[src/logic/ccu_pkg.sv]
// Shared sizes, line-length encoding and enums imported by every CCU module and the testbench
`default_nettype none

package ccu_pkg;

    // Requestor count where bit 0 wins arbitration
    localparam int NUM_REQ       = 3;
    localparam int REQ_IDX_WIDTH = $clog2(NUM_REQ);

    // Memory word and line geometry
    localparam int WORD_WIDTH = 32;
    localparam int LINE_WORDS = 4;
    localparam int LINE_WIDTH = LINE_WORDS * WORD_WIDTH;

    // Word address into the backing memory
    localparam int ADDR_WIDTH = 8;
    localparam int MEM_WORDS  = 1 << ADDR_WIDTH;

    // A length field holds the number of words minus one
    localparam int LEN_WIDTH = $clog2(LINE_WORDS);

    // Extra cycles inserted ahead of every word transfer
    localparam int WAIT_WIDTH = 3;

    // Width of the configuration write data bus
    localparam int CFG_DATA_WIDTH = 8;

    typedef enum logic {
        CFG_REQ_MASK = 1'b0,
        CFG_WAIT     = 1'b1
    } cfg_reg_e;

    typedef enum logic {
        BIU_FUNC_READ  = 1'b0,
        BIU_FUNC_WRITE = 1'b1
    } biu_func_e;

    typedef enum logic [1:0] {
        ARB_IDLE = 2'b00,
        ARB_BUSY = 2'b01,
        ARB_DONE = 2'b10
    } arb_state_e;

    typedef enum logic [1:0] {
        BIU_IDLE = 2'b00,
        BIU_WAIT = 2'b01,
        BIU_XFER = 2'b10,
        BIU_DONE = 2'b11
    } biu_state_e;

endpackage

`default_nettype wire

[src/logic/ccu_cfg_regs.sv]
// Configuration registers for the requestor enable mask and the wait-state count, set by a strobe
`timescale 1ns/1ps
`default_nettype none

module ccu_cfg_regs
    import ccu_pkg::*;
(
    input  logic                      clk,
    input  logic                      i_rst_n,

    // Single-cycle write strobe with no back-pressure
    input  logic                      i_cfg_wr,
    input  cfg_reg_e                  i_cfg_sel,
    input  logic [CFG_DATA_WIDTH-1:0] i_cfg_wdata,

    // Register contents toward the arbiter and the bus interface unit
    output logic [NUM_REQ-1:0]        o_req_mask,
    output logic [WAIT_WIDTH-1:0]     o_wait_cycles
);

    logic mask_wr;
    logic wait_wr;

    // Decode the strobe into one write enable per register
    assign mask_wr = i_cfg_wr && (i_cfg_sel == CFG_REQ_MASK);
    assign wait_wr = i_cfg_wr && (i_cfg_sel == CFG_WAIT);

    // All requestors come out of reset enabled
    always_ff @(posedge clk) begin
        if (!i_rst_n) begin
            o_req_mask <= '1;
        end else if (mask_wr) begin
            o_req_mask <= i_cfg_wdata[NUM_REQ-1:0];
        end
    end

    // Zero wait states after reset gives one transfer per cycle
    always_ff @(posedge clk) begin
        if (!i_rst_n) begin
            o_wait_cycles <= '0;
        end else if (wait_wr) begin
            o_wait_cycles <= i_cfg_wdata[WAIT_WIDTH-1:0];
        end
    end

    // A strobe must name one of the two registers
    a_cfg_sel_legal: assert property (
        @(posedge clk) disable iff (!i_rst_n)
        i_cfg_wr |-> (!$isunknown(i_cfg_sel) && (i_cfg_sel inside {CFG_REQ_MASK, CFG_WAIT}))
    );

endmodule

`default_nettype wire

[config.mk]
export PLATFORM = sky130hd
export DESIGN_NAME = ccu_cfg_regs
export DESIGN_NICKNAME = d
export VERILOG_FILES = /design/src/logic/ccu_pkg.sv /design/src/logic/ccu_cfg_regs.sv
export SDC_FILE = /design/constraint.sdc
export NUM_CORES = 1
export LEC_CHECK = 0
export BUFFER_PORTS_ARGS = -buffer_cell sky130_fd_sc_hd__buf_2
export CAP_MARGIN = 30
export CELL_PAD_IN_SITES_DETAIL_PLACEMENT = 1
export CELL_PAD_IN_SITES_GLOBAL_PLACEMENT = 1
export CORE_AREA = 2 2 39 41
export DETAILED_ROUTE_END_ITERATION = 8
export DIE_AREA = 0 0 41 43
export GPL_TIMING_DRIVEN = 0
export PLACE_DENSITY = 0.56
export SLEW_MARGIN = 20
export SYNTH_ARGS = -nofsm -noshare
export SYNTH_HDL_FRONTEND = slang
export SYNTH_SLANG_ARGS = --single-unit
export TNS_END_PERCENT = 5
[constraint.sdc]
create_clock -name clk -period 1.4 [get_ports clk]
set_clock_uncertainty 0.15 [all_clocks]
set_input_delay 0.42 -clock clk [delete_from_list [all_inputs] [get_ports clk]]
set_output_delay 0.42 -clock clk [all_outputs]
set_load 0.02 [all_outputs]
### Word level (Yosys, flattened, before mapping)

Index checks and enable logic that the tools add are counted.

* bits in registers: 6
* bits of input ports: 12
* output and inout port bits: 6

* bitwise operators: 1
* reduce and logical (&&, ||, !) cells: 2

Operators by type and width (count)
* $logic_and 1x1->1: 2
* $not 1->1: 1

### Logic depth before layout (Yosys ltp)

* word-level depth: 2
* gate-level depth with buffers: 3

### Least setup slack after synthesis

No wires, ideal clock.

* path type: flip-flop to output port
* start: register o_req_mask[0]
* end: output o_req_mask[0]
* arrival: 0.410 ns
* setup slack: 0.420 ns
* cell stages (with the launch flop): 1
* buffers on the path: 0
* cell sequence: dfxtp_1

RTL lines
* from (decl): line ccu_cfg_regs.sv:17 `output logic [NUM_REQ-1:0] o_req_mask,`
* from (signal assigned): line ccu_cfg_regs.sv:33 `o_req_mask <= i_cfg_wdata[NUM_REQ-1:0];`

No word-level cell between the ends.

### Worst setup path in the final report

* start: register o_wait_cycles[1]
* end: output o_wait_cycles[1]

RTL lines
* from (decl): line ccu_cfg_regs.sv:18 `output logic [WAIT_WIDTH-1:0] o_wait_cycles`
* from (signal assigned): line ccu_cfg_regs.sv:42 `o_wait_cycles <= i_cfg_wdata[WAIT_WIDTH-1:0];`

No word-level cell between the ends.

==> metrics.yaml <==
worst_setup_path:
  cp.required_ns: 0.83
  crit_path_top_delay_cell: "dfxtp_1"
  crit_arrival_ns: 0.74
  critPathKind: "reg2out"
  cp-start-kind: "flop"
  cpLargestDelayFamily: "flip-flops"
  critPathMaxStageDelay_ns: 0.33
  cp-end-kind: "output pin"
  critPathMaxFanout: 2
  crit_buf_inv: 1
  crit_chain: "buf_2"
clock_network:
  numCtsBuffers: 3
  insertion_delay_ns: 0.24
  cts_sinks: 6
  holdBufCountCts: 0
  cts_tree: "done"
  post_cts_buffers: 0
  clock_tree.root_cell: "clkbuf_4"
  ctsResizeCount: 0
  cts-htree-levels: 1
  clk_pin_slew_ns: 0.05
  cts_buffer_depth: 2
layout:
  antenna_cells: 0
  final_area_sq_um: 358
  final_cells: 57
  drive_gt1_frac: 0.488
  nets: 55
  syn_to_final_growth_pct: 37.5
  postLayoutCoreUtil: 0.259
  fill_cells: 177
grt:
  grt_pass1_wl_um: 1180
  grt_pass1_vias: 263
  antenna_found_initial: 0
  gr-total-overflow: 0
  grt_max_degree: 10
  grt_use_total: 0.102
yosys:
  synth_nets: 39
  synth.most_common_cell: "dfxtp_1"
  syn_area_sq_um: 260
  synth_flop_cell: "dfxtp_1"
  synth.distinct_cells: 10
  yosysWarnings: 0
  ys_top_cells_by_area: "dfxtp_1 46%, o21ai_2 10%, nand3b_1 8.7%, o211ai_1 8.7%, nand4_1 7.2%"
  synth_top_cell_by_area: "dfxtp_1"
  async_reset_ff_frac: 0
  avgSynthCellArea_sq_um: 9.64
  seq_area_frac_synth: 0.462
  synth-seq-cells: 6
  synth_edf_count: 0
  syn-instance-count: 27
  synth_top_area_frac: 0.462
job:
  maxCapViolations: 0
power:
  power.density_nw_per_um2: 1160
  peakVddDrop_mv: 0.297
  p_leak_nw: 0.171
route:
  dr_wl_met3_um: 74
  top_layer_used: "met3"
  drt-initial-drc-count: 2
  dr_wl_met2_um: 267
  route.detailed.drc: 0
  drtPass1Iterations: 4
  ant_nets: 0
  dr_total_vias: 255
  wl_met1_um: 334
  vias_per_cell: 4.47
  totalWireLength_um: 675
  wl_per_cell_um: 11.8
die:
  fp.coreArea_sq_um: 1380
  num_rows: 14
  io_pins: 18
  die_h_um: 43
  die_area_sq_um: 1760
  initial_core_util: 0.188
  die_w_um: 41
placement:
  place_area_sq_um: 335
  globalplace.congestion: 0.587
  portBuffers: 11
  placed_cells: 54
  hpwl_um: 471
outcome:
  status: "complete, no violations"
timing:
  setup_viol: 0
  timing.fmax_mhz: 765
  relSlewSlack: 0.882
  drv_slew: 0
  hold_violations: 0
  hold_ws_ns: 0.301
  tightestPinTransition_ns: 0.178
  grt_setup_unrepaired: "no"
  fin_tns_setup_ns: 0
  fin_crit_ns: 1.31
  fin_crit_sh: 0.934
hold_path:
  hold_path_class: "in2reg"
-- routing by layer --
metal / track usage / vias to the layer above
met3: 0.0524 / 0
li1: - / 126
met1: 0.134 / 114
met4: 0.0600 / 0
met5: 0 / -
met2: 0.128 / 15
-- registers in the layout, summed over array words and instances, names as in the netlist --
signal         cells
o_wait_cycles      3
o_req_mask         3
-- placed cells by master, fill, tap and decap left out --
cell type,netlist,final
inv_1,3,3
nand3b_1,3,3
and2_4,1,1
o211ai_1,3,3
nand4_1,3,3
buf_2,0,11
nand2_1,3,3
nor2b_4,1,1
clkbuf_2,1,1
dfxtp_1,6,6
clkbuf_4,0,3
o21ai_2,3,3
-- area by class of cell --
cell class,count,area [sq um],share of cell area
clock buffers,3,22.5,0.0629
inverters,3,11.3,0.0315
well taps,16,20.0,0.0559
multi-input cells,17,124,0.346
plain buffers,1,5.00,0.0140
flip-flops and latches,6,120,0.336
repair buffers,11,55.1,0.154
-- worst paths after layout --
| kind | startpoint | endpoint | slack [ns] | cells after the start |
|---|---|---|---|---|
| setup / recovery | o_wait_cycles[1] | o_wait_cycles[1] | 0.09 | 1 |
| hold / removal | i_cfg_wdata[1] | o_wait_cycles[1] | 0.30 | 3 |
| setup reg to reg | o_req_mask[0] | o_req_mask[0] | 0.66 | 2 |
| hold reg to reg | o_wait_cycles[2] | o_wait_cycles[2] | 0.31 | 2 |
-- through the flow --
stage	setup WS, ns	total power, mW
6_report	0.0925	0.415
5_1_grt	0.0439	0.448
2_1_floorplan	0.420	0.225
3_3_place_gp	0.270	0.253
4_1_cts	0.0754	0.427
3_5_place_dp	0.267	0.252
-- kinds of logic (layout without fill, tap and decap cells) --
| family | Yosys count | in the layout | share of synthesized area |
|---|---|---|---|
| AOI/OAI and AO/OA | 6 | 6 | 0.188 |
| buffers and inverters | 4 | 18 | 0.0625 |
| DFF | 6 | 6 | 0.462 |
| and+or+nand+nor | 11 | 11 | 0.288 |
-- report_power, final --
part | switching, mW | internal [mW]
Sequential | 0.00428 | 0.181
Combinational | 0.0382 | 0.0253
Clock | 0.0686 | 0.0974
Total | 0.111 | 0.304
No activity file was read; power rests on OpenSTA's default activity.
