### config.mk
export PLATFORM = sky130hd
export DESIGN_NAME = ccu_biu
export DESIGN_NICKNAME = d
export VERILOG_FILES = /design/src/logic/ccu_pkg.sv /design/src/logic/ccu_biu.sv
export SDC_FILE = /design/constraint.sdc
export NUM_CORES = 1
export LEC_CHECK = 0
export BUFFER_PORTS_ARGS = -buffer_cell sky130_fd_sc_hd__buf_2
export CAP_MARGIN = 20
export CORE_UTILIZATION = 51
export DETAILED_ROUTE_END_ITERATION = 10
export PLACE_DENSITY = 0.8
export SLEW_MARGIN = 30
export SYNTH_ARGS = -nofsm -noshare
export SYNTH_HDL_FRONTEND = slang
export SYNTH_SLANG_ARGS = --single-unit
### constraint.sdc
create_clock -name clk -period 6.5 [get_ports clk]
set_input_delay 0.65 -clock clk [delete_from_list [all_inputs] [get_ports clk]]
set_output_delay 0.65 -clock clk [all_outputs]
set_load 0.02 [all_outputs]
### src/logic/ccu_pkg.sv
// Shared sizes, line-length encoding and enums imported by every CCU module and the testbench
`default_nettype none

package ccu_pkg;

    // Requestor count where bit 0 wins arbitration
    localparam int NUM_REQ       = 3;
    localparam int REQ_IDX_WIDTH = $clog2(NUM_REQ);

    // Memory word and line geometry
    localparam int WORD_WIDTH = 32;
    localparam int LINE_WORDS = 4;
    localparam int LINE_WIDTH = LINE_WORDS * WORD_WIDTH;

    // Word address into the backing memory
    localparam int ADDR_WIDTH = 8;
    localparam int MEM_WORDS  = 1 << ADDR_WIDTH;

    // A length field holds the number of words minus one
    localparam int LEN_WIDTH = $clog2(LINE_WORDS);

    // Extra cycles inserted ahead of every word transfer
    localparam int WAIT_WIDTH = 3;

    // Width of the configuration write data bus
    localparam int CFG_DATA_WIDTH = 8;

    typedef enum logic {
        CFG_REQ_MASK = 1'b0,
        CFG_WAIT     = 1'b1
    } cfg_reg_e;

    typedef enum logic {
        BIU_FUNC_READ  = 1'b0,
        BIU_FUNC_WRITE = 1'b1
    } biu_func_e;

    typedef enum logic [1:0] {
        ARB_IDLE = 2'b00,
        ARB_BUSY = 2'b01,
        ARB_DONE = 2'b10
    } arb_state_e;

    typedef enum logic [1:0] {
        BIU_IDLE = 2'b00,
        BIU_WAIT = 2'b01,
        BIU_XFER = 2'b10,
        BIU_DONE = 2'b11
    } biu_state_e;

endpackage

`default_nettype wire

### src/logic/ccu_biu.sv
// Bus interface unit that moves one line word by word to or from memory with wait states
`timescale 1ns/1ps
`default_nettype none

module ccu_biu
    import ccu_pkg::*;
(
    input  logic                  clk,
    input  logic                  i_rst_n,

    // Transaction from the arbiter
    input  logic                  i_en,
    input  biu_func_e             i_func,
    input  logic [LEN_WIDTH-1:0]  i_len,
    input  logic [ADDR_WIDTH-1:0] i_addr,
    input  logic [LINE_WIDTH-1:0] i_wdata,
    input  logic [WAIT_WIDTH-1:0] i_wait_cycles,
    output logic                  o_done,
    output logic [LINE_WIDTH-1:0] o_rdata,

    // Memory port
    output logic                  o_mem_we,
    output logic [ADDR_WIDTH-1:0] o_mem_addr,
    output logic [WORD_WIDTH-1:0] o_mem_wdata,
    input  logic [WORD_WIDTH-1:0] i_mem_rdata
);

    biu_state_e              state;
    biu_state_e              word_entry_state;
    logic                    start;
    biu_func_e               func_r;
    logic [LEN_WIDTH-1:0]    len_r;
    logic [ADDR_WIDTH-1:0]   addr_r;
    logic [LINE_WIDTH-1:0]   line_r;
    logic [LEN_WIDTH-1:0]    word_cnt;
    logic [WAIT_WIDTH-1:0]   wait_cnt;
    logic                    rd_pending;
    logic [LEN_WIDTH-1:0]    rd_idx;
    logic [LINE_WIDTH-1:0]   rdata_r;
    logic [LINE_WIDTH-1:0]   rdata_next;

    assign start = (state == BIU_IDLE) && i_en;

    // Each word begins with wait states unless the count is zero
    assign word_entry_state = (i_wait_cycles == '0) ? BIU_XFER : BIU_WAIT;

    always_ff @(posedge clk) begin
        if (!i_rst_n) begin
            state      <= BIU_IDLE;
            word_cnt   <= '0;
            wait_cnt   <= '0;
            rd_pending <= 1'b0;
        end else begin
            rd_pending <= (state == BIU_XFER) && (func_r == BIU_FUNC_READ);
            case (state)
                BIU_IDLE: begin
                    if (i_en) begin
                        word_cnt <= '0;
                        wait_cnt <= i_wait_cycles - 1'b1;
                        state    <= word_entry_state;
                    end
                end
                BIU_WAIT: begin
                    if (wait_cnt == '0) begin
                        state <= BIU_XFER;
                    end else begin
                        wait_cnt <= wait_cnt - 1'b1;
                    end
                end
                BIU_XFER: begin
                    if (word_cnt == len_r) begin
                        state <= BIU_DONE;
                    end else begin
                        word_cnt <= word_cnt + 1'b1;
                        wait_cnt <= i_wait_cycles - 1'b1;
                        state    <= word_entry_state;
                    end
                end
                default: begin
                    state <= BIU_IDLE;
                end
            endcase
        end
    end

    // Merge the word returned by memory into the line being assembled
    always_comb begin
        rdata_next = rdata_r;
        if (rd_pending) begin
            rdata_next[rd_idx*WORD_WIDTH +: WORD_WIDTH] = i_mem_rdata;
        end
    end

    // The read line starts from zero so words beyond the length stay clear
    always_ff @(posedge clk) begin
        if (start) begin
            func_r  <= i_func;
            len_r   <= i_len;
            addr_r  <= i_addr;
            line_r  <= i_wdata;
            rdata_r <= '0;
        end else begin
            rdata_r <= rdata_next;
        end
        rd_idx <= word_cnt;
    end

    assign o_done      = (state == BIU_DONE);
    assign o_rdata     = rdata_next;
    assign o_mem_we    = (state == BIU_XFER) && (func_r == BIU_FUNC_WRITE);
    assign o_mem_addr  = addr_r + {{(ADDR_WIDTH-LEN_WIDTH){1'b0}}, word_cnt};
    assign o_mem_wdata = line_r[word_cnt*WORD_WIDTH +: WORD_WIDTH];

    // Writes happen only in a transfer cycle and never past the requested length
    a_mem_we_in_xfer: assert property (
        @(posedge clk) disable iff (!i_rst_n)
        o_mem_we |-> ((state == BIU_XFER) && (word_cnt <= len_r))
    );

endmodule

`default_nettype wire

======== Word level (Yosys, flattened, before mapping) ========
Cells that the tools add are included.
word-level totals
  bits in registers ....................... 277
  output and inout port bits .............. 170
  word-level logic and storage cells ...... 52
operators by class
  $add $sub $neg .......................... 5
  equality and inequality tests ........... 8
  shift operators ......................... 3
  muxes and demuxes ....................... 14
  bitwise gates (word level) .............. 1
  reductions and logical operators ........ 11
operators by type and width
  kind                         number
  $bwmux W128                  1
  $mux W128                    1
  $shift A32 B34 Y128 const A  1
  $shiftx A128 B8 Y32          1
  $shiftx A32 B34 Y128         1
  $neg A7 Y34                  1
  $mux W2                      6
  $mux W3                      3
  $pmux W3 S3                  1
  $add A8 B2 Y8                1
  $ne A2 B2 Y1 const B         4
  $logic_not A3 Y1             2
  $pmux W2 S3                  1
  $sub A3 B1 Y3 const B        2
  $eq A2 B2 Y1 const B         2
  $pmux W2 S2                  1
  $reduce_and A4 Y1            1
  $logic_and A1 B1 Y1          3
  $reduce_and A3 Y1            1
  $reduce_bool A3 Y1           1
  $add A2 B1 Y2 const B        1
  $eq A2 B1 Y1 const B         1
  $eq A2 B2 Y1                 1
  $logic_not A2 Y1             1
  other kinds (3)              3

======== Logic depth before layout (Yosys ltp) ========
  depth in word-level cells ............... 4
  mapped depth ............................ 8
  mapped depth without buffers ............ 6

======== Worst setup path before layout ========
Ideal clock, no wire load.
  kind .................................... in2reg
  start point ............................. input port i_en
  end point ............................... register addr_r[0], enable pin
  arrival ................................. 4799 ps
  path slack .............................. 1143 ps
  stages on the path ...................... 2
  cells stage by stage .................... nor3b_2 clkbuf_1
between the ends
  cells in the longest elaborated chain, start to end .. 1
RTL lines
  what                  RTL line       source
  from (decl)           ccu_biu.sv:12  input logic i_en,
  $logic_and A1 B1 Y1   ccu_biu.sv:42  assign start = (state == BIU_IDLE) && i_en;
  named net start       ccu_biu.sv:30  logic start;
  to (signal assigned)  ccu_biu.sv:99  addr_r <= i_addr;
  to (decl)             ccu_biu.sv:33  logic [ADDR_WIDTH-1:0] addr_r;
The timed path passes the listed nets, and every way through them passes these cells.
A chain may end at the register's enable or synchronous reset.

======== Worst setup path after layout ========
  start point ............................. register rd_idx[0]
  end point ............................... output port o_rdata[1]
between the ends
  cells in the longest elaborated chain, start to end .. 4
  elaborated cells on any way between the ends .. 5
  classes of those cells .................. add/sub (1); shift (2); mux (2)
RTL lines
  what                                                         RTL line        source
  from (decl)                                                  ccu_biu.sv:38   logic [LEN_WIDTH-1:0] rd_idx;
  from (signal assigned)                                       ccu_biu.sv:105  rd_idx <= word_cnt;
  $neg A7 Y34 (*)                                              ccu_biu.sv:90   rdata_next[rd_idx*WORD_WIDTH +: WORD_WIDTH] = i_mem_rdata;
  $shiftx A32 B34 Y128 or $shift A32 B34 Y128 (tied branches)  ccu_biu.sv:90
  $bwmux W128 (*)                                              ccu_biu.sv:90
  $mux W128 (*)                                                ccu_biu.sv:89   if (rd_pending) begin
  to (decl)                                                    ccu_biu.sv:19   output logic [LINE_WIDTH-1:0] o_rdata,
Mark *: on every way between the ends. The rest lies on a longest branch, timed or not.

==> metrics.txt <==
status=finished clean; Die Y=146.7 um; max_cap viols=0; Synth Flop Type=edfxtp_1; main area contributors after synthesis=edfxtp_1 (39%), dfxtp_1 (26%), a22oi_1 (6.9%); EDFF count, synth=between 100 and 150; top-count cell post-synth=edfxtp_1; Mean Syn Cell Area=around 13 sq um; Pleak=0.006638 uW; Seq cells post-synth=roughly 280; Crit path max-delay family=buffers and inverters; layout cells sized above 1=0.3956; CTS tree=yes; CP Buf/Inv Count=4; top cell type's share of synthesized area=0.3908; Critical Path RT=5850 ps; post-cts gate resize count=0; Seq/Total Area, Yosys=0.6494; top cell type by total area after synthesis=edfxtp_1; most frequent cell on the critical path=inv_1; arrival time worst endpoint=2940 ps; Final Routed Wirelength=25.37 mm; final hold viol count=0; routed vias/inst=slightly above 5; register area=a little under 0.007 sq mm; CTS clk-pin slew, worst paths=60 ps; critical path class=reg2out; Syn Inst Count=roughly 840; Routed wire per std cell=around 17 um; Synth async-reset ratio=0; via count=7591; Die Area=0.02153 sq mm; clk sink count=approximately 280; CP Launch Type=register; PD cells=between 300 and 400 mW/mm^2; worst hold path type=in2reg; NumNets Final=between 1000 and 1500; fin. max-slew vios=0; initial DRC count=416; ANT cells=0; PortBufs=between 300 and 400; vias in the first global route=~7600; clock tree buffer depth=3; Synth top cells by count=edfxtp_1 (139), dfxtp_1 (138), inv_1 (132), nor2_1 (132), a22oi_1 (98); DRC=0; core area=about 0.020 sq mm; worst-margin pin slew=about 800 ps; setup TNS=0 ps; gp weighted congestion=0.8199; Ports=between 300 and 400; Tmin final=3592 ps; number of H-tree levels=1; chip width=around 150 um; f_max=approximately 280 MHz; Post-CTS Repair Setup Buffers=0; CP max stage cell=nor4b_4; ratio of final minimum period to clock period=0.5526; syn_nets=about 1000; Clock Skew=roughly 7.4 ps; first-pass GRT wire length=roughly 40 mm; placed cells=1412; Synth warnings=0; number of antenna violations at the first check in global routing=0; largest net degree at the start of global routing=about 150; peak supply drop=between 0.2 and 0.3 mV; Distinct cells, synth=48; ANT nets after route=0; worst-skew pair later-pin latency=530 ps; Syn Std Cell Area=roughly 0.011 sq mm; max incr delay on CP=520 ps; first drt pass iteration count=5; endpoint type of the worst setup path=primary output; Layout area overhead=26.61%; cts hold-fix bufs=0; root buffer cell=clkbuf_16; CP max FO=28; CTS Buf Count=28; global route total overflow=0; starting density of the core=0.5245; Cell Rows=52; Finish-stage setup viols=0; Layout fillers=~1500; multi-input logic area=about 0.003 sq mm; slew margin rel.=0.4822; crit-path cells=inv_1, ha_1, nor4b_4, buf_4, a22oi_1, inv_1, buf_2; RSZ-0062 raised after global routing=false; DP HPWL=roughly 18 mm; Layout Cells excl Fill=1463; total track usage=0.2341
==> cell families after synthesis <==
family | share of synthesized area
flip-flops | 0.6494
buffers and inverters | 0.07192
AND/OR/NAND/NOR | 0.07075
AO/OA/AOI/OAI | 0.1171
multiplexers | 0.07216
XOR/XNOR | 0.007380
adder cells (fa/ha/maj) | 0.01125
==> where the power goes <==
group | internal, uW | total [uW] | switching (uW) | leakage [uW]
Clock | 951 | 1590 | 640 | 0.000463
Combinational | 253 | 681 | 428 | 0.00374
Sequential | 2080 | 2160 | 86.6 | 0.00244
Total | 3280 | 4430 | 1150 | 0.00664
==> registers in the layout, summed over array words and instances, names as in the netlist <==
name and flops:
rd_idx 2, line_r 128, len_r 2, wait_cnt 3, func_r 1, addr_r 8
state 2, rdata_r 128, rd_pending 1, word_cnt 2
==> through the flow <==
stage	instance area [sq um]	power [uW]	setup slack (ps)	hold slack [ps]	util
detailed placement	12600	2883	3409	475.6	0.6186
finish	13520	4434	2908	291.9	0.6641
global route	13520	4608	2715	262.2	0.6641
floorplan	10680	2674	1143	383.6	-
CTS	13520	4476	2836	269.1	0.6641
global placement	12600	2861	3528	482.3	0.6186
==> layout by cell type, fill, tap and decap left out, types with 2 or more instances in the layout <==
master,n
clkbuf_16,31
ha_1,8
nand3_1,2
clkbuf_1,8
a21oi_1,5
mux4_2,32
nand2_1,9
edfxtp_1,139
o21ai_0,3
nand2b_1,3
and3_1,2
nor2b_1,5
nor3b_1,2
dfxtp_1,136
buf_4,12
mux2i_1,5
o31ai_1,2
dfxtp_2,2
inv_1,132
clkbuf_8,4
buf_2,346
nor2_1,132
a22oi_1,98
and2_1,3
and4_1,2
a22oi_2,30
clkinv_2,5
nor3_1,2
xnor2_1,8
==> layout make-up <==
cell class,instances,area share
clock buffers,44,0.06402
clock inverters,7,0.004533
repair buffers,359,0.1362
multi-input cells,374,0.2206
inverters,132,0.03664
flip-flops and latches,277,0.5131
well taps,270,0.02498
==> path summary, 6_finish.rpt <==
path | startpoint | endpoint | slack, ps | cells past startpoint
worst max register to register | rd_idx[0] | rdata_r[1] | 4130 | 6
worst min-delay path | i_wdata[28] | line_r[28] | 290 | 1
worst min register to register | func_r | rd_pending | 480 | 1
worst max-delay path | rd_idx[0] | o_rdata[1] | 2910 | 7
==> worst reg2reg max path, delay by kind of cell (launching register included) <==
family	cells	cell delay [ps]
AOI/OAI and AO/OA	1	190
DFF	1	450
buffers and inverters	2	640
adders and majority gates	1	380
and+or+nand+nor	2	650
==> per-layer routing <==
layer  part of all wire  track usage  vias up
li1                   -            -     3604
met5                  0            0        -
met3              0.083      0.06025       53
met1               0.38       0.2707     3609
met2               0.51       0.4175      325
met4              0.030      0.08542        0
Note: power is estimated with default switching activity, not from simulation.
