<file path="src/logic/ccu_pkg.sv">
// Shared sizes, line-length encoding and enums imported by every CCU module and the testbench
`default_nettype none

package ccu_pkg;

    // Requestor count where bit 0 wins arbitration
    localparam int NUM_REQ       = 3;
    localparam int REQ_IDX_WIDTH = $clog2(NUM_REQ);

    // Memory word and line geometry
    localparam int WORD_WIDTH = 32;
    localparam int LINE_WORDS = 4;
    localparam int LINE_WIDTH = LINE_WORDS * WORD_WIDTH;

    // Word address into the backing memory
    localparam int ADDR_WIDTH = 8;
    localparam int MEM_WORDS  = 1 << ADDR_WIDTH;

    // A length field holds the number of words minus one
    localparam int LEN_WIDTH = $clog2(LINE_WORDS);

    // Extra cycles inserted ahead of every word transfer
    localparam int WAIT_WIDTH = 3;

    // Width of the configuration write data bus
    localparam int CFG_DATA_WIDTH = 8;

    typedef enum logic {
        CFG_REQ_MASK = 1'b0,
        CFG_WAIT     = 1'b1
    } cfg_reg_e;

    typedef enum logic {
        BIU_FUNC_READ  = 1'b0,
        BIU_FUNC_WRITE = 1'b1
    } biu_func_e;

    typedef enum logic [1:0] {
        ARB_IDLE = 2'b00,
        ARB_BUSY = 2'b01,
        ARB_DONE = 2'b10
    } arb_state_e;

    typedef enum logic [1:0] {
        BIU_IDLE = 2'b00,
        BIU_WAIT = 2'b01,
        BIU_XFER = 2'b10,
        BIU_DONE = 2'b11
    } biu_state_e;

endpackage

`default_nettype wire

</file>
<file path="src/logic/ccu_arb.sv">
// Fixed-priority arbiter that hands one requestor's line transaction at a time to the BIU
`timescale 1ns/1ps
`default_nettype none

module ccu_arb
    import ccu_pkg::*;
(
    input  logic                  clk,
    input  logic                  i_rst_n,

    // Requestor side where valid is held until done
    input  logic [NUM_REQ-1:0]    i_req_valid,
    input  logic [NUM_REQ-1:0]    i_req_we,
    input  logic [LEN_WIDTH-1:0]  i_req_len  [0:NUM_REQ-1],
    input  logic [ADDR_WIDTH-1:0] i_req_addr [0:NUM_REQ-1],
    input  logic [LINE_WIDTH-1:0] i_req_data [0:NUM_REQ-1],
    input  logic [NUM_REQ-1:0]    i_req_mask,
    output logic [NUM_REQ-1:0]    o_req_grant,
    output logic [NUM_REQ-1:0]    o_req_done,
    output logic [LINE_WIDTH-1:0] o_req_data,

    // Bus interface unit side
    input  logic                  i_biu_done,
    input  logic [LINE_WIDTH-1:0] i_biu_rdata,
    output logic                  o_biu_en,
    output biu_func_e             o_biu_func,
    output logic [LEN_WIDTH-1:0]  o_biu_len,
    output logic [ADDR_WIDTH-1:0] o_biu_addr,
    output logic [LINE_WIDTH-1:0] o_biu_data
);

    arb_state_e               state_r;
    arb_state_e               state_next;
    logic [NUM_REQ-1:0]       masked_valid;
    logic                     any_valid;
    logic [REQ_IDX_WIDTH-1:0] pick_idx;
    logic [REQ_IDX_WIDTH-1:0] idx_r;
    logic [NUM_REQ-1:0]       grant_next;
    logic [NUM_REQ-1:0]       done_next;
    logic                     biu_en_next;

    // Disabled requestors are invisible to the picker
    assign masked_valid = i_req_valid & i_req_mask;
    assign any_valid    = |masked_valid;

    // Walk from the top so the lowest set bit wins
    always_comb begin
        pick_idx = '0;
        for (int i = NUM_REQ - 1; i >= 0; i--) begin
            if (masked_valid[i]) begin
                pick_idx = REQ_IDX_WIDTH'(i);
            end
        end
    end

    // The chosen index is frozen once the FSM leaves idle
    always_ff @(posedge clk) begin
        if (state_r == ARB_IDLE) begin
            idx_r <= pick_idx;
        end
    end

    // Idle picks, busy waits for the BIU, done pulses the requestor for one cycle
    always_comb begin
        state_next  = state_r;
        grant_next  = '0;
        done_next   = '0;
        biu_en_next = 1'b0;
        case (state_r)
            ARB_IDLE: begin
                grant_next[pick_idx] = any_valid;
                if (any_valid) begin
                    state_next = ARB_BUSY;
                end
            end
            ARB_BUSY: begin
                // Follow the held valid so a cleared mask bit cannot abort the transfer
                biu_en_next        = i_biu_done ? 1'b0 : i_req_valid[idx_r];
                done_next[idx_r]   = i_biu_done;
                if (i_biu_done) begin
                    state_next = ARB_DONE;
                end
            end
            ARB_DONE: begin
                state_next = ARB_IDLE;
            end
            default: begin
                state_next = ARB_IDLE;
            end
        endcase
    end

    always_ff @(posedge clk) begin
        if (!i_rst_n) begin
            state_r     <= ARB_IDLE;
            o_req_grant <= '0;
            o_req_done  <= '0;
            o_biu_en    <= 1'b0;
        end else begin
            state_r     <= state_next;
            o_req_grant <= grant_next;
            o_req_done  <= done_next;
            o_biu_en    <= biu_en_next;
        end
    end

    // Request fields and read data are sampled every cycle
    always_ff @(posedge clk) begin
        o_biu_func <= i_req_we[idx_r] ? BIU_FUNC_WRITE : BIU_FUNC_READ;
        o_biu_len  <= i_req_len[idx_r];
        o_biu_addr <= i_req_addr[idx_r];
        o_biu_data <= i_req_data[idx_r];
        o_req_data <= i_biu_rdata;
    end

    a_grant_onehot: assert property (
        @(posedge clk) disable iff (!i_rst_n) $onehot0(o_req_grant)
    );

    a_done_onehot: assert property (
        @(posedge clk) disable iff (!i_rst_n) $onehot0(o_req_done)
    );

    // Done belongs to the single cycle spent in ARB_DONE
    a_done_in_done_state: assert property (
        @(posedge clk) disable iff (!i_rst_n) (|o_req_done) |-> (state_r == ARB_DONE)
    );

endmodule

`default_nettype wire

</file>
<file path="config.mk">
export PLATFORM = sky130hd
export DESIGN_NAME = ccu_arb
export DESIGN_NICKNAME = d
export VERILOG_FILES = /design/src/logic/ccu_pkg.sv /design/src/logic/ccu_arb.sv
export SDC_FILE = /design/constraint.sdc
export NUM_CORES = 1
export LEC_CHECK = 0
export BUFFER_PORTS_ARGS = -buffer_cell sky130_fd_sc_hd__clkbuf_2
export CORE_AREA = 2 2 320 322
export CTS_CLUSTER_DIAMETER = 200
export CTS_CLUSTER_SIZE = 16
export DETAILED_ROUTE_END_ITERATION = 10
export DIE_AREA = 0 0 322 324
export PLACE_DENSITY = 0.3
export RECOVER_POWER = 50
export REMOVE_ABC_BUFFERS = 1
export SKIP_CTS_REPAIR_TIMING = 1
export SLEW_MARGIN = 0
export SYNTH_ARGS = -nofsm -noshare
export SYNTH_HDL_FRONTEND = slang
export SYNTH_SLANG_ARGS = --single-unit
export TNS_END_PERCENT = 1
</file>
<file path="constraint.sdc">
create_clock -name clk -period 1.32 [get_ports clk]
set_input_delay 0.264 -clock clk [delete_from_list [all_inputs] [get_ports clk]]
set_output_delay 0.264 -clock clk [all_outputs]
set_load 0.01 [all_outputs]
</file>
; Yosys cells after proc, flatten, opt, wreduce, memory -nomap -nowiden
; Cells that the tools add are included.
[classes]
magnitude_cmp = 5
eq_ne = 3
mux = 24
bitwise = 6
reduce_logical = 8
[op_table]
columns = operator, n
row1 = binary-select mux 128 bit (select 2 bit), 1
row2 = two-way mux 128 bit, 2
row3 = binary-select mux 8 bit (select 2 bit), 1
row4 = two-way mux 8 bit, 2
row5 = two-way mux 2 bit, 7
row6 = bitwise AND 3 bit, 3
row7 = < comparator 2 x 3 -> 1 bit (second input constant), 2
row8 = AND reduction 2 bit, 3
row9 = OR reduction 3 bit, 2
row10 = two-way mux 1 bit, 5
row11 = binary-select mux 1 bit (select 2 bit), 2
row12 = binary-select mux 2 bit (select 2 bit), 1
row13 = demux 1 bit (select 2 bit), 2
row14 = >= comparator 2 x 1 -> 1 bit (second input constant), 2
row15 = inequality test 2 bit (second input constant), 2
row16 = one-hot mux 2 bit (2 select lines), 1
row17 = >= comparator 3 bit (second input constant), 1
row18 = inverter 2 -> 3 bit, 1
row19 = equality test 2 x 1 -> 1 bit (second input constant), 1
row20 = logical AND 1 bit, 2
row21 = logical NOT 2 bit, 1
row22 = inverter 1 bit, 2
[totals]
ff_bits = 278
inputBits = 554
output_inout_bits = 274
word_cells = 56

; Logic depth before layout (Yosys ltp)
; Gate-level depths: netlist of run 1.
[logic_depth]
word_depth = 9
ltp_mapped = 7
mapped_depth_nobuf = 3

; Least setup slack after synthesis of run 1
; No wires, ideal clock.
[synth_path]
path_kind = reg-to-reg
from = reg idx_r[0]
to = reg o_biu_data[26]
setup_ns = 0.128
t_arrival_ns = 1.091
required_ns = 1.192
slack_ns = 0.101
stages_incl_launch_ff = 8
n_path_buf = 4
synth_period_minus_slack_ns = 1.219
cell_sequence = edfxtp_1 -> buf_4 -> nor2b_4 -> buf_6 -> buf_6 -> buf_6 -> nand2_1 -> o21ai_0
[synth_between]
elab_chain_len = 4
[synth_lines]
columns = item, line
row1 = start: declaration, ccu_arb.sv:37  ; logic [REQ_IDX_WIDTH-1:0] idx_r;
row2 = start signal: assignment, ccu_arb.sv:59  ; idx_r <= pick_idx;
row3 = inverter 2 -> 3 bit (implied by the code), ccu_arb.sv:112  ; o_biu_data <= i_req_data[idx_r];
row4 = binary-select mux 128 bit (select 2 bit), ccu_arb.sv:112
row5 = two-way mux 128 bit (implied by the code) (2 in a row), ccu_arb.sv:112
row6 = end signal: assignment, ccu_arb.sv:112
row7 = end: declaration, ccu_arb.sv:29  ; output logic [LINE_WIDTH-1:0] o_biu_data
; No other way between the ends. The select of a mux whose other input is x is not followed.
; A chain may end at the register's enable or synchronous reset.

; Final worst setup path of run 1
[layout_path]
from = reg idx_r[1]
to = reg o_biu_data[37]
; Same word-level chain as after synthesis.

==> reports/summary.json, run 1 <==
{
  "run_status": "complete, but fails checks",
  "violations": "hold timing, setup timing",
  "maxCapViolCount": 0,
  "drt_drc_violations_left": 0,
  "finalHoldViolations": 9,
  "worst_hold_path_type": "in -> reg",
  "synth_cell_types": 24,
  "synth.ff_latch_count": 278,
  "syn-cell-area_um2": 8720,
  "timing.hold.ws_ps": -32.5,
  "drt-wirelength-per-cell_um": 16.9,
  "finalNetCount": 2667,
  "ant_nets": 0,
  "gr-usage-all-layers": 0.0936,
  "tritoncts": "yes",
  "slew_headroom": 0.655,
  "final_cell_count_no_fill": 3427,
  "numCtsBuffers": 21,
  "floorplan.core_area_um2": 101000,
  "crit-reg2reg-launch": "idx_r[1]$_DFFE_PN_",
  "floorplan.initialDensity": 0.0863,
  "grt_antenna_before_repair": 7,
  "netlist_instances": 765,
  "fin_skew_ps": 26.5,
  "hpwlAfterDp_mm": 45.2,
  "die_area_um2": 104000,
  "placementRows": 117,
  "wirelength_mm": 57.8,
  "insertion_delay_ps": 580,
  "fillCellCount": 11000,
  "gp_routability_congestion": 0.799,
  "setup_violations": 153,
  "grt_pass1_vias": 9467,
  "num_vias": 10800,
  "placed_cells_incl_taps": 2898,
  "cts_root_cell": "sky130_fd_sc_hd__clkbuf_16",
  "worst_r2r_path_depth": 6,
  "critPathKind": "reg -> reg",
  "p_leak_uw": 0.00978,
  "critical_path.reg2reg.endpoint": "o_biu_data[37]$_DFF_P_",
  "period_minus_ws_final_ps": 1440,
  "final_critical_path_setup_slack_ps": -116,
  "setup.reg_to_reg.worst_slack_ps": -120,
  "yosysTopAreaCell": "sky130_fd_sc_hd__dfxtp_1",
  "crit_path_start": "idx_r[1]$_DFFE_PN_",
  "timing.critical_path.cells": "buf_4, nor2b_4, buf_12, buf_6, nand2_1, o21ai_0",
  "timing_worst_slew_pin_value_ps": 518,
  "yosys-top-cells-area": "sky130_fd_sc_hd__dfxtp_1 63%, sky130_fd_sc_hd__mux2i_1 16%, sky130_fd_sc_hd__nand2_1 6.0%, sky130_fd_sc_hd__o21ai_1 4.5%, sky130_fd_sc_hd__o21ai_0 3.6%",
  "syn2layout_area_growth_pct": 147,
  "vias_per_cell": 3.16,
  "timing.fmax_mhz": 697,
  "clkTransAtPathRegs_ps": 90,
  "clock_tree.buffer_depth": 3,
  "portBuffers": 827,
  "syn_avg_cell_area_um2": 11.4,
  "yosysSeqAreaShare": 0.641,
  "rsz0062_at_grt": "true",
  "die_h_um": 324,
  "post-route-period-util": 1.09,
  "die_width_um": 322,
  "cpLargestDelayFamily": "buffers and inverters",
  "cts-htree-levels": 1,
  "cp-end-kind": "flop",
  "dp_worst_setup_slack_ps": -151,
  "drt_iter0_drc": 226,
  "power.density_nw_per_um2": 1060,
  "critPathMaxFanout": 31,
  "whs_endpoint": "o_biu_data[4]$_DFF_P_",
  "global_route_wire_length_before_repair_mm": 68.2,
  "max_transition_viols_final": 0,
  "grt_overflow_total": 0,
  "worstPathRequired_ps": 1800,
  "yosysWarningCount": 0,
  "timing.critical_path.slowest_stage_cell": "sky130_fd_sc_hd__edfxtp_1",
  "netlist.area_leader.share": 0.634,
  "peakVddDrop_v": 0.000814,
  "post_route_cells_drive_above_1_share": 0.503,
  "seqCellArea_um2": 5810,
  "pin_count_of_the_biggest_net_entering_global_routing": 60,
  "worst_hold_startpoint": "i_req_data[260]",
  "multi_input_comb_area_um2": 2770,
  "final_core_utilization": 0.213,
  "pin_count": 828,
  "crit_buf_inv": 3,
  "clock_sink_count": 278,
  "timing.hold.worst_path_depth": 3,
  "crit_path_start_kind": "flop",
  "cp_data_arrival_time_ps": 1920,
  "critical-path-max-stage-delay_ps": 430,
  "detailedRoute.firstPassIterationCount": 4
}
## cell usage in the layout (no fill, tap or decap)
| master | synthesis | layout |
|---|---|---|
| sky130_fd_sc_hd__mux2i_1 | 140 | 138 |
| sky130_fd_sc_hd__o21ai_2 | 0 | 2 |
| sky130_fd_sc_hd__nor2b_4 | 1 | 1 |
| sky130_fd_sc_hd__nand4b_1 | 1 | 1 |
| sky130_fd_sc_hd__a22oi_1 | 1 | 1 |
| sky130_fd_sc_hd__inv_8 | 0 | 1 |
| sky130_fd_sc_hd__nand2_1 | 140 | 139 |
| sky130_fd_sc_hd__o21ai_0 | 62 | 60 |
| sky130_fd_sc_hd__a21oi_1 | 1 | 1 |
| sky130_fd_sc_hd__buf_16 | 0 | 1 |
| sky130_fd_sc_hd__clkbuf_2 | 0 | 571 |
| sky130_fd_sc_hd__buf_8 | 0 | 2 |
| sky130_fd_sc_hd__diode_2 | 0 | 3 |
| sky130_fd_sc_hd__and4bb_2 | 1 | 1 |
| sky130_fd_sc_hd__buf_12 | 0 | 9 |
| sky130_fd_sc_hd__buf_6 | 21 | 169 |
| sky130_fd_sc_hd__inv_1 | 1 | 1 |
| sky130_fd_sc_hd__nand3b_1 | 1 | 1 |
| sky130_fd_sc_hd__dfxtp_2 | 0 | 150 |
| sky130_fd_sc_hd__buf_4 | 6 | 50 |
| sky130_fd_sc_hd__buf_2 | 8 | 71 |
| sky130_fd_sc_hd__clkbuf_1 | 14 | 3 |
| sky130_fd_sc_hd__o21ai_1 | 78 | 78 |
| sky130_fd_sc_hd__dfxtp_1 | 276 | 117 |
| sky130_fd_sc_hd__nand2_2 | 0 | 1 |
| sky130_fd_sc_hd__mux2i_2 | 0 | 2 |
| sky130_fd_sc_hd__dlygate4sd3_1 | 0 | 499 |
| sky130_fd_sc_hd__nor3_1 | 2 | 2 |
| sky130_fd_sc_hd__and2_1 | 1 | 1 |
| sky130_fd_sc_hd__nor3b_1 | 3 | 3 |
| sky130_fd_sc_hd__a221oi_1 | 1 | 1 |
| sky130_fd_sc_hd__nand2b_1 | 1 | 1 |
| sky130_fd_sc_hd__nor2_1 | 1 | 1 |
| sky130_fd_sc_hd__edfxtp_1 | 2 | 2 |
| sky130_fd_sc_hd__dfxtp_4 | 0 | 9 |
| sky130_fd_sc_hd__clkbuf_16 | 0 | 22 |
| sky130_fd_sc_hd__and3_1 | 2 | 2 |
| sky130_fd_sc_hd__inv_6 | 0 | 1 |
## layout make-up
class / count / area share
Inverter: 1 / 0.000174
Clock inverter: 2 / 0.000930
Timing Repair Buffer: 1374 / 0.499
Multi-Input combinational cell: 437 / 0.129
Tap cell: 1309 / 0.0761
Sequential cell: 278 / 0.270
Clock buffer: 23 / 0.0248
Antenna cell: 3 / 0.000349
## per-stage QoR
stage	TNS, ps	instance area (um^2)	total power (uW)
floorplan	-831820	8340	11800
global placement	-7310	14600	14700
detailed placement	-9740	14600	14700
CTS	-35820	15100	21400
global route	-32150	21500	24300
finish	-8980	21500	22900
## worst min-delay path: stages
cell,delay [ps]
sky130_fd_sc_hd__clkbuf_2,70
sky130_fd_sc_hd__mux2i_1,50
sky130_fd_sc_hd__o21ai_0,120
## how the worst max path moves through the flow
stage | depth (start not counted) | to
finish | 6 | o_biu_data[37]$_DFF_P_
global route | 4 | o_biu_data[6]$_DFF_P_
CTS | 1 | o_biu_data[89]
detailed placement | 4 | o_biu_data[12]$_DFF_P_
global placement | 4 | o_biu_data[12]$_DFF_P_
floorplan | 2 | o_req_done[1]$_SDFF_PN0_
## registers in the layout, indices dropped and copies added, names as in the netlist
register and flops:
o_biu_func 1, state_r 2, o_biu_en 1, o_biu_len 2
o_req_done 3, o_req_data 128, o_biu_data 128, o_req_grant 3
o_biu_addr 8, idx_r 2
## power breakdown
part           internal, uW  switching [uW]  total (uW)  leakage (uW)
Combinational          3790            2850        6640       0.00715
Clock                  2880            3450        6320      0.000272
Sequential             9470             471        9940       0.00236
Total                 16100            6770       22900       0.00978
## cell usage after synthesis
library cell and n:
sky130_fd_sc_hd__dfxtp_1 276, sky130_fd_sc_hd__mux2i_1 140, sky130_fd_sc_hd__nand2_1 140, sky130_fd_sc_hd__o21ai_1 78
sky130_fd_sc_hd__o21ai_0 62, sky130_fd_sc_hd__buf_6 21, sky130_fd_sc_hd__clkbuf_1 14, sky130_fd_sc_hd__buf_2 8
sky130_fd_sc_hd__buf_4 6, sky130_fd_sc_hd__nor3b_1 3, sky130_fd_sc_hd__and3_1 2, sky130_fd_sc_hd__edfxtp_1 2
sky130_fd_sc_hd__nor3_1 2, sky130_fd_sc_hd__a21oi_1 1, sky130_fd_sc_hd__a221oi_1 1, sky130_fd_sc_hd__a22oi_1 1
sky130_fd_sc_hd__and2_1 1, sky130_fd_sc_hd__and4bb_2 1, sky130_fd_sc_hd__inv_1 1, sky130_fd_sc_hd__nand2b_1 1
sky130_fd_sc_hd__nand3b_1 1, sky130_fd_sc_hd__nand4b_1 1, sky130_fd_sc_hd__nor2_1 1, sky130_fd_sc_hd__nor2b_4 1
## metal layers
metal / wire [um] / vias up / GRT usage
li1: - / 5272 / -
met1: 19400 / 4947 / 0.0857
met2: 31900 / 513 / 0.189
met3: 4590 / 75 / 0.0362
met4: 1920 / 6 / 0.0250
met5: 34 / - / 0
## kinds of logic after synthesis
group                  count (synthesis)  synth area share
AO/OA/AOI/OAI                        143            0.0828
buffers and inverters                 50            0.0434
flip-flops                           278             0.641
multiplexers                         140             0.161
AND/OR/NAND/NOR                      154            0.0722
(Power assumes the default switching activity.)
==> inputs of run 2 (changes only) <==
- REMOVE_ABC_BUFFERS: 1 -> default
==> reports/summary.json, run 2 (synthesis results as in run 1) <==
{
  "run_status": {"value": "complete, but fails checks", "change": "unchanged"},
  "violations": {"value": "hold timing, setup timing", "change": "unchanged"},
  "peakVddDrop": {"value": 0.000796, "unit": "V", "change": "was 0.000814 V"},
  "reg.largest.list": {"value": "o_biu_data (128), o_req_data (128), o_biu_addr (8)", "change": "unchanged"},
  "post-route-period-util": {"value": 1.07, "change": "was 1.09"},
  "timing.fmax": {"value": 708, "unit": "MHz", "change": "was 697 MHz"},
  "insertion_delay": {"value": 570, "unit": "ps", "change": "was 580 ps"},
  "dp_worst_setup_slack": {"value": -135, "unit": "ps", "change": "was -151 ps"},
  "tritoncts": {"value": "yes", "change": "unchanged"},
  "num_vias": {"value": 10600, "change": "was 10,800"},
  "grt_overflow_total": {"value": 0, "change": "unchanged"},
  "final_core_utilization": {"value": 0.206, "change": "was 0.213"},
  "finalHoldViolations": {"value": 2, "change": "was 9"},
  "power.density": {"value": 1080, "unit": "nW/um^2", "change": "was 1060 nW/um^2"},
  "portBuffers": {"value": 827, "change": "unchanged"},
  "floorplan.initialDensity": {"value": 0.0863, "change": "unchanged"},
  "die_h": {"value": 324, "unit": "um", "change": "unchanged"},
  "global_route_wire_length_before_repair": {"value": 61.5, "unit": "mm", "change": "was 68.2 mm"},
  "clkTransAtPathRegs": {"value": 80, "unit": "ps", "change": "was 90 ps"},
  "grt_antenna_before_repair": {"value": 7, "change": "unchanged"},
  "gr-usage-all-layers": {"value": 0.0812, "change": "was 0.0936"},
  "pwr-share-comb": {"value": 0.283, "change": "was 0.290"},
  "rsz0062_at_grt": {"value": "true", "change": "unchanged"},
  "multi_input_comb_area": {"value": 2760, "unit": "um^2", "change": "was 2770 um^2"},
  "worst_hold_path_type": {"value": "in -> reg", "change": "unchanged"},
  "detailedRoute.firstPassIterationCount": {"value": 4, "change": "unchanged"},
  "grt_pass1_vias": {"value": 9294, "change": "was 9,467"},
  "cts-htree-levels": {"value": 1, "change": "unchanged"},
  "placementRows": {"value": 117, "change": "unchanged"},
  "hpwlAfterDp": {"value": 38.6, "unit": "mm", "change": "was 45.2 mm"},
  "crit_path_start": {"value": "idx_r[1]$_DFFE_PN_", "change": "unchanged"},
  "drt-wirelength-per-cell": {"value": 15.2, "unit": "um", "change": "was 16.9 um"},
  "ant_nets": {"value": 0, "change": "unchanged"},
  "period_minus_ws_final": {"value": 1410, "unit": "ps", "change": "was 1440 ps"},
  "crit_path_start_kind": {"value": "flop", "change": "unchanged"},
  "switching_share": {"value": 0.291, "change": "was 0.296"},
  "max_transition_viols_final": {"value": 0, "change": "unchanged"},
  "clock_sink_count": {"value": 278, "change": "unchanged"},
  "floorplan.core_area": {"value": 101000, "unit": "um^2", "change": "unchanged"},
  "setup_violations": {"value": 112, "change": "was 153"},
  "worst_setup_path_end": {"value": "o_biu_data[18]$_DFF_P_", "change": "was o_biu_data[37]$_DFF_P_"},
  "die_width": {"value": 322, "unit": "um", "change": "unchanged"},
  "syn2layout_area_growth": {"value": 139, "unit": "%", "change": "was 147%"},
  "crit-reg2reg-launch": {"value": "idx_r[1]$_DFFE_PN_", "change": "unchanged"},
  "cp-end-kind": {"value": "flop", "change": "unchanged"},
  "synth_fp_nets": 1319,
  "pin_count_of_the_biggest_net_entering_global_routing": {"value": 73, "change": "was 60"},
  "worstPathRequired": {"value": 1790, "unit": "ps", "change": "was 1800 ps"},
  "most-common-layout-cells": {"value": "592 x sky130_fd_sc_hd__clkbuf_2, 447 x sky130_fd_sc_hd__dlygate4sd3_1, 148 x sky130_fd_sc_hd__dfxtp_1", "change": "was 571 x sky130_fd_sc_hd__clkbuf_2, 499 x sky130_fd_sc_hd__dlygate4sd3_1, 169 x sky130_fd_sc_hd__buf_6"},
  "intPower": {"value": 15900, "unit": "uW", "change": "was 16,100 uW"},
  "maxCapViolCount": {"value": 0, "change": "unchanged"},
  "wirelength": {"value": 51.4, "unit": "mm", "change": "was 57.8 mm"},
  "gp_routability_congestion": {"value": 0.812, "change": "was 0.799"},
  "power.share.sequential": {"value": 0.440, "change": "was 0.434"},
  "p_leak": {"value": 0.00952, "unit": "uW", "change": "was 0.00978 uW"},
  "drt_drc_violations_left": {"value": 0, "change": "unchanged"},
  "cts_root_cell": {"value": "sky130_fd_sc_hd__clkbuf_16", "change": "unchanged"},
  "seqCellArea": {"value": 5760, "unit": "um^2", "change": "was 5810 um^2"},
  "cp_data_arrival_time": {"value": 1880, "unit": "ps", "change": "was 1920 ps"},
  "vias_per_cell": {"value": 3.14, "change": "was 3.16"},
  "pin_count": {"value": 828, "change": "unchanged"},
  "clock_tree.buffer_depth": {"value": 3, "change": "unchanged"},
  "setup.reg_to_reg.worst_slack": {"value": -90, "unit": "ps", "change": "was -120 ps"},
  "power_switching": {"value": 6520, "unit": "uW", "change": "was 6770 uW"},
  "critical_path.reg2reg.endpoint": {"value": "o_biu_data[18]$_DFF_P_", "change": "was o_biu_data[37]$_DFF_P_"},
  "fin_skew": {"value": 17.0, "unit": "ps", "change": "was 26.5 ps"},
  "fillCellCount": {"value": 11100, "change": "was 11,000"},
  "numCtsBuffers": {"value": 21, "change": "unchanged"},
  "worst_r2r_path_depth": {"value": 6, "change": "unchanged"},
  "slew_headroom": {"value": 0.698, "change": "was 0.655"},
  "drt_iter0_drc": {"value": 236, "change": "was 226"},
  "critPathMaxFanout": {"value": 16, "change": "was 31"},
  "die_area": {"value": 104000, "unit": "um^2", "change": "unchanged"},
  "finalNetCount": {"value": 2618, "change": "was 2,667"},
  "final_critical_path_setup_slack": {"value": -92.7, "unit": "ps", "change": "was -116 ps"},
  "timing_worst_slew_pin_value": {"value": 454, "unit": "ps", "change": "was 518 ps"},
  "timing.hold.ws": {"value": -8.49, "unit": "ps", "change": "was -32.5 ps"},
  "critPathKind": {"value": "reg -> reg", "change": "unchanged"},
  "post_route_cells_drive_above_1_share": {"value": 0.500, "change": "was 0.503"},
  "layout.cells.most_common": {"value": "sky130_fd_sc_hd__clkbuf_2", "change": "unchanged"},
  "pwr-share-clk": {"value": 0.277, "change": "was 0.276"}
}
[run 2: changes by cell type in the layout (fill, tap and decap cells not counted), sizes merged]
cell / delta
diode: +2
clkbuf: +20
dlygate4sd3: -52
buf: -18
inv: -1
[run 2: power by group through the flow]
stage / Clock [uW] / Sequential (uW) / Combinational [uW]
2_1_floorplan: 0 / 10300 / 1500
3_3_place_gp: 0 / 9910 / 4640
3_5_place_dp: 0 / 9900 / 4610
4_1_cts: 6730 / 9710 / 4620
5_1_grt: 6980 / 9960 / 6830
6_report: 6220 / 9860 / 6340
[run 2: area by class of cell]
cell class | count | area share
repair buffers | 1325 | 0.485
clock buffers | 22 | 0.0254
diodes | 5 | 0.000601
flip-flops and latches | 278 | 0.277
inverters | 1 | 0.000180
clock inverters | 1 | 0.000541
well taps | 1309 | 0.0787
multi-input cells | 437 | 0.133
[run 2: worst min-delay path by stage]
stage | start | to | slack, ps | depth (start not counted)
final | i_req_data[363] | o_biu_data[107]$_DFF_P_ | -8 | 3
after floorplan | i_biu_rdata[0] | o_req_data[0]$_DFF_P_ | 290 | 0
after global routing | i_req_data[21] | o_biu_data[21]$_DFF_P_ | -1 | 3
after global placement | i_biu_rdata[83] | o_req_data[83]$_DFF_P_ | 370 | 1
after detailed placement | i_biu_rdata[118] | o_req_data[118]$_DFF_P_ | 370 | 1
after CTS | i_biu_rdata[118] | o_req_data[118]$_DFF_P_ | -280 | 1
[run 2: metrics by stage]
step                      area, um^2  TNS [ps]  power, uW  std cells
after floorplan                 8720         0      11800        765
after global placement         14600     -7790      14600       2897
after detailed placement       14600     -8720      14500       2897
after CTS                      15100    -19970      21100       2920
after global routing           20800    -19360      23800       3377
final                          20800     -5130      22400       3378
[run 2: worst max-delay path, cell delays in order (launching register included)]
cell	delay, ps
sky130_fd_sc_hd__edfxtp_1	430
sky130_fd_sc_hd__buf_4	170
sky130_fd_sc_hd__nor2b_4	180
sky130_fd_sc_hd__buf_12	180
sky130_fd_sc_hd__clkbuf_16	210
sky130_fd_sc_hd__nand2_1	60
sky130_fd_sc_hd__o21ai_0	60
[run 2: layer usage]
metal  global-route usage  vias to the layer above  routed length, um
met3               0.0274                       63               3950
met4               0.0243                        4               1350
met1               0.0767                     4906              17300
met2                0.163                      473              28700
met5                    0                        -                 27
li1                     -                     5165                  -
==> inputs of run 3 (changes only) <==
- ABC_AREA: default -> 1
- CORE_AREA: 2 2 320 322 -> 2 2 324 326
- DIE_AREA: 0 0 322 324 -> 0 0 326 328
- clock period: 1.32 -> 1.4 ns (I/O delays scaled with it)
==> reports/summary.json, run 3 <==
{
  "run_status": {"value": "complete, but fails checks", "change": "unchanged"},
  "violations": {"value": "hold timing, setup timing", "change": "unchanged"},
  "tritoncts": {"value": "yes", "change": "unchanged"},
  "rsz0062_at_grt": {"value": "true", "change": "unchanged"},
  "fin_skew": {"value": 23.6, "unit": "ps", "change": "was 17.0 ps"},
  "finalNetCount": {"value": 2883, "change": "was 2,618"},
  "worstPathRequired": {"value": 1890, "unit": "ps", "change": "was 1790 ps"},
  "numCtsBuffers": {"value": 21, "change": "unchanged"},
  "layout.cells.most_common": {"value": "sky130_fd_sc_hd__clkbuf_2", "change": "unchanged"},
  "clock_sink_count": {"value": 278, "change": "unchanged"},
  "maxCapViolCount": {"value": 0, "change": "unchanged"},
  "clkTransAtPathRegs": {"value": 80, "unit": "ps", "change": "about the same"},
  "cp-end-kind": {"value": "flop", "change": "unchanged"},
  "syn_avg_cell_area": {"value": 8.98, "unit": "um^2", "change": "was 11.4 um^2"},
  "grt_pass1_vias": {"value": 9869, "change": "was 9,294"},
  "vias_per_cell": {"value": 3.12, "change": "was 3.14"},
  "crit_path_start_kind": {"value": "flop", "change": "unchanged"},
  "timing_worst_slew_pin_value": {"value": 312, "unit": "ps", "change": "was 454 ps"},
  "synth-xor-area-share": {"value": 0, "change": "unchanged"},
  "pin_count_of_the_biggest_net_entering_global_routing": {"value": 47, "change": "was 73"},
  "cp_data_arrival_time": {"value": 1940, "unit": "ps", "change": "was 1880 ps"},
  "syn-cell-area": {"value": 8220, "unit": "um^2", "change": "was 8720 um^2"},
  "synth_adder_area_share": {"value": 0, "change": "unchanged"},
  "hpwlAfterDp": {"value": 52.1, "unit": "mm", "change": "was 38.6 mm"},
  "syn2layout_area_growth": {"value": 160, "unit": "%", "change": "was 139%"},
  "final_critical_path_setup_slack": {"value": -53.6, "unit": "ps", "change": "was -92.7 ps"},
  "setup_tns": {"value": -1700, "unit": "ps", "change": "was -5130 ps"},
  "portBuffers": {"value": 827, "change": "unchanged"},
  "drt_iter0_drc": {"value": 327, "change": "was 236"},
  "drt_drc_violations_left": {"value": 0, "change": "unchanged"},
  "post-route-period-util": {"value": 1.04, "change": "was 1.07"},
  "floorplan.core_area": {"value": 103000, "unit": "um^2", "change": "was 101,000 um^2"},
  "gp_routability_congestion": {"value": 0.815, "change": "was 0.812"},
  "synth.ff_latch_count": {"value": 278, "change": "unchanged"},
  "ys.flop_type": {"value": "sky130_fd_sc_hd__dfxtp_1", "change": "unchanged"},
  "yosys-top-cells-area": {"value": "sky130_fd_sc_hd__dfxtp_1 67%, sky130_fd_sc_hd__nand2_1 20%, sky130_fd_sc_hd__nand3_1 8.7%, sky130_fd_sc_hd__buf_2 1.8%, sky130_fd_sc_hd__edfxtp_1 0.73%", "change": "was sky130_fd_sc_hd__dfxtp_1 63%, sky130_fd_sc_hd__mux2i_1 16%, sky130_fd_sc_hd__nand2_1 6.0%, sky130_fd_sc_hd__o21ai_1 4.5%, sky130_fd_sc_hd__o21ai_0 3.6%"},
  "combinational_family_with_the_most_area_after_synthesis": {"value": "simple AND/OR/NAND/NOR gates", "change": "was multiplexers"},
  "period_minus_ws_final": {"value": 1450, "unit": "ps", "change": "was 1410 ps"},
  "global_route_wire_length_before_repair": {"value": 79.4, "unit": "mm", "change": "was 61.5 mm"},
  "die_width": {"value": 326, "unit": "um", "change": "was 322 um"},
  "p_leak": {"value": 0.0102, "unit": "uW", "change": "was 0.00952 uW"},
  "timing.hold.ws": {"value": -25.6, "unit": "ps", "change": "was -8.49 ps"},
  "wirelength": {"value": 68.2, "unit": "mm", "change": "was 51.4 mm"},
  "insertion_delay": {"value": 570, "unit": "ps", "change": "about the same"},
  "die_h": {"value": 328, "unit": "um", "change": "was 324 um"},
  "placementRows": {"value": 118, "change": "was 117"},
  "synth_simple_gate_area_share": {"value": 0.291, "change": "was 0.0722"},
  "pin_count": {"value": 828, "change": "unchanged"},
  "worst_hold_path_type": {"value": "in -> reg", "change": "unchanged"},
  "final_cell_count_no_fill": {"value": 3723, "change": "was 3,378"},
  "timing.fmax": {"value": 688, "unit": "MHz", "change": "was 708 MHz"},
  "fillCellCount": {"value": 11400, "change": "was 11,100"},
  "setup_violations": {"value": 80, "change": "was 112"},
  "synth_fp_nets": {"value": 1470, "change": "was 1,319"},
  "reg.largest.list": {"value": "o_biu_data (128), o_req_data (128), o_biu_addr (8)", "change": "unchanged"},
  "yosysWarningCount": {"value": 0, "change": "unchanged"},
  "cts-htree-levels": {"value": 1, "change": "unchanged"},
  "most-common-layout-cells": {"value": "701 x sky130_fd_sc_hd__clkbuf_2, 535 x sky130_fd_sc_hd__dlygate4sd3_1, 424 x sky130_fd_sc_hd__nand2_1", "change": "was 592 x sky130_fd_sc_hd__clkbuf_2, 447 x sky130_fd_sc_hd__dlygate4sd3_1, 148 x sky130_fd_sc_hd__dfxtp_1"},
  "grt_overflow_total": {"value": 0, "change": "unchanged"},
  "synth_cell_types": {"value": 15, "change": "was 24"},
  "slew_headroom": {"value": 0.791, "change": "was 0.698"},
  "placed_cells_incl_taps": {"value": 3123, "change": "was 2,897"},
  "gr-usage-all-layers": {"value": 0.107, "change": "was 0.0812"},
  "async_reset_ff_frac": {"value": 0, "change": "unchanged"},
  "max_transition_viols_final": {"value": 0, "change": "unchanged"},
  "cts_root_cell": {"value": "sky130_fd_sc_hd__clkbuf_16", "change": "unchanged"},
  "floorplan.initialDensity": {"value": 0.0797, "change": "was 0.0863"},
  "synth-edff-count": {"value": 2, "change": "unchanged"},
  "synthMuxAreaShare": {"value": 0, "change": "was 0.161"},
  "yosysTopAreaCell": {"value": "sky130_fd_sc_hd__dfxtp_1", "change": "unchanged"},
  "peakVddDrop": {"value": 0.000695, "unit": "V", "change": "was 0.000796 V"},
  "drt-wirelength-per-cell": {"value": 18.3, "unit": "um", "change": "was 15.2 um"},
  "detailedRoute.firstPassIterationCount": {"value": 5, "change": "was 4"},
  "netlist_instances": {"value": 916, "change": "was 765"},
  "die_area": {"value": 107000, "unit": "um^2", "change": "was 104,000 um^2"},
  "num_vias": {"value": 11600, "change": "was 10,600"},
  "post_route_cells_drive_above_1_share": {"value": 0.417, "change": "was 0.500"},
  "critPathKind": {"value": "reg -> reg", "change": "unchanged"},
  "netlist.area_leader.share": {"value": 0.672, "change": "was 0.634"},
  "synth.top_cells.by_count": {"value": "428 x sky130_fd_sc_hd__nand2_1, 276 x sky130_fd_sc_hd__dfxtp_1, 143 x sky130_fd_sc_hd__nand3_1", "change": "was 276 x sky130_fd_sc_hd__dfxtp_1, 140 x sky130_fd_sc_hd__mux2i_1, 140 x sky130_fd_sc_hd__nand2_1"},
  "critPathMaxFanout": {"value": 30, "change": "was 16"},
  "clock_tree.buffer_depth": {"value": 3, "change": "unchanged"},
  "ant_nets": {"value": 0, "change": "unchanged"},
  "yosysSeqAreaShare": {"value": 0.679, "change": "was 0.641"},
  "power.density": {"value": 1090, "unit": "nW/um^2", "change": "was 1080 nW/um^2"},
  "yosysMostFrequentCell": {"value": "sky130_fd_sc_hd__nand2_1", "change": "was sky130_fd_sc_hd__dfxtp_1"},
  "power.total": {"value": 23300, "unit": "uW", "change": "was 22,400 uW"},
  "finalHoldViolations": {"value": 2, "change": "unchanged"},
  "grt_antenna_before_repair": {"value": 14, "change": "was 7"},
  "synth_compound_area_frac": {"value": 0.000609, "change": "was 0.0828"}
}
-- run 3: worst paths after layout --
kind                           start                      end  slack, ps  cells after the start
max               idx_r[0]$_DFFE_PN_  o_biu_data[123]$_DFF_P_        -50                      6
min                  i_req_data[294]   o_biu_data[38]$_DFF_P_        -30                      3
max reg2reg       idx_r[0]$_DFFE_PN_  o_biu_data[123]$_DFF_P_        -50                      6
min reg2reg  state_r[0]$_SDFFE_PN0P_       idx_r[1]$_DFFE_PN_        590                      1
-- run 3: logic make-up after synthesis --
group                  Yosys count
AOI/OAI and AO/OA                1
buffers and inverters           51
DFF                            278
and+or+nand+nor                586
-- run 3: cell type report --
class                           instances  area (um^2)  share of cell area
Clock inverter                          1         8.76            0.000409
Clock buffer                           24          547              0.0255
Antenna cell                           12         30.0             0.00140
Multi-Input combinational cell        587         2540               0.119
Tap cell                             1380         1730              0.0806
Timing Repair Buffer                 1435        10800               0.506
Inverter                                6         22.5             0.00105
Sequential cell                       278         5700               0.266
-- run 3: through the flow --
step | setup WS (ps) | hold slack, ps | utilization | area, um^2
6_report | -53.6 | -25.6 | 0.207 | 21400
5_1_grt | -121 | -34.0 | 0.207 | 21400
4_1_cts | -248 | -267 | 0.145 | 15000
3_5_place_dp | -70.5 | 384 | 0.140 | 14400
3_3_place_gp | -68.7 | 383 | 0.140 | 14400
2_1_floorplan | 199 | 308 | - | 8220
-- run 3: routing by layer --
metal	share of wire	global-route usage	wire length, um
met5	0.00085	0	58
met4	0.028	0.0275	1930
met3	0.058	0.0412	3980
met2	0.52	0.201	35300
met1	0.39	0.112	26900
-- run 3: report_power, final --
group          switching (uW)  internal (uW)
combinational            3820           3830
clock                    3300           2760
sequential                572           9070
total                    7690          15700
-- run 3: critical path, cell delays in order, from the launching register on --
cell                       delay (ps)
sky130_fd_sc_hd__edfxtp_1         450
sky130_fd_sc_hd__buf_4            170
sky130_fd_sc_hd__nor2_4           160
sky130_fd_sc_hd__buf_12           190
sky130_fd_sc_hd__buf_16           190
sky130_fd_sc_hd__nand2_1           80
sky130_fd_sc_hd__nand3_1          100
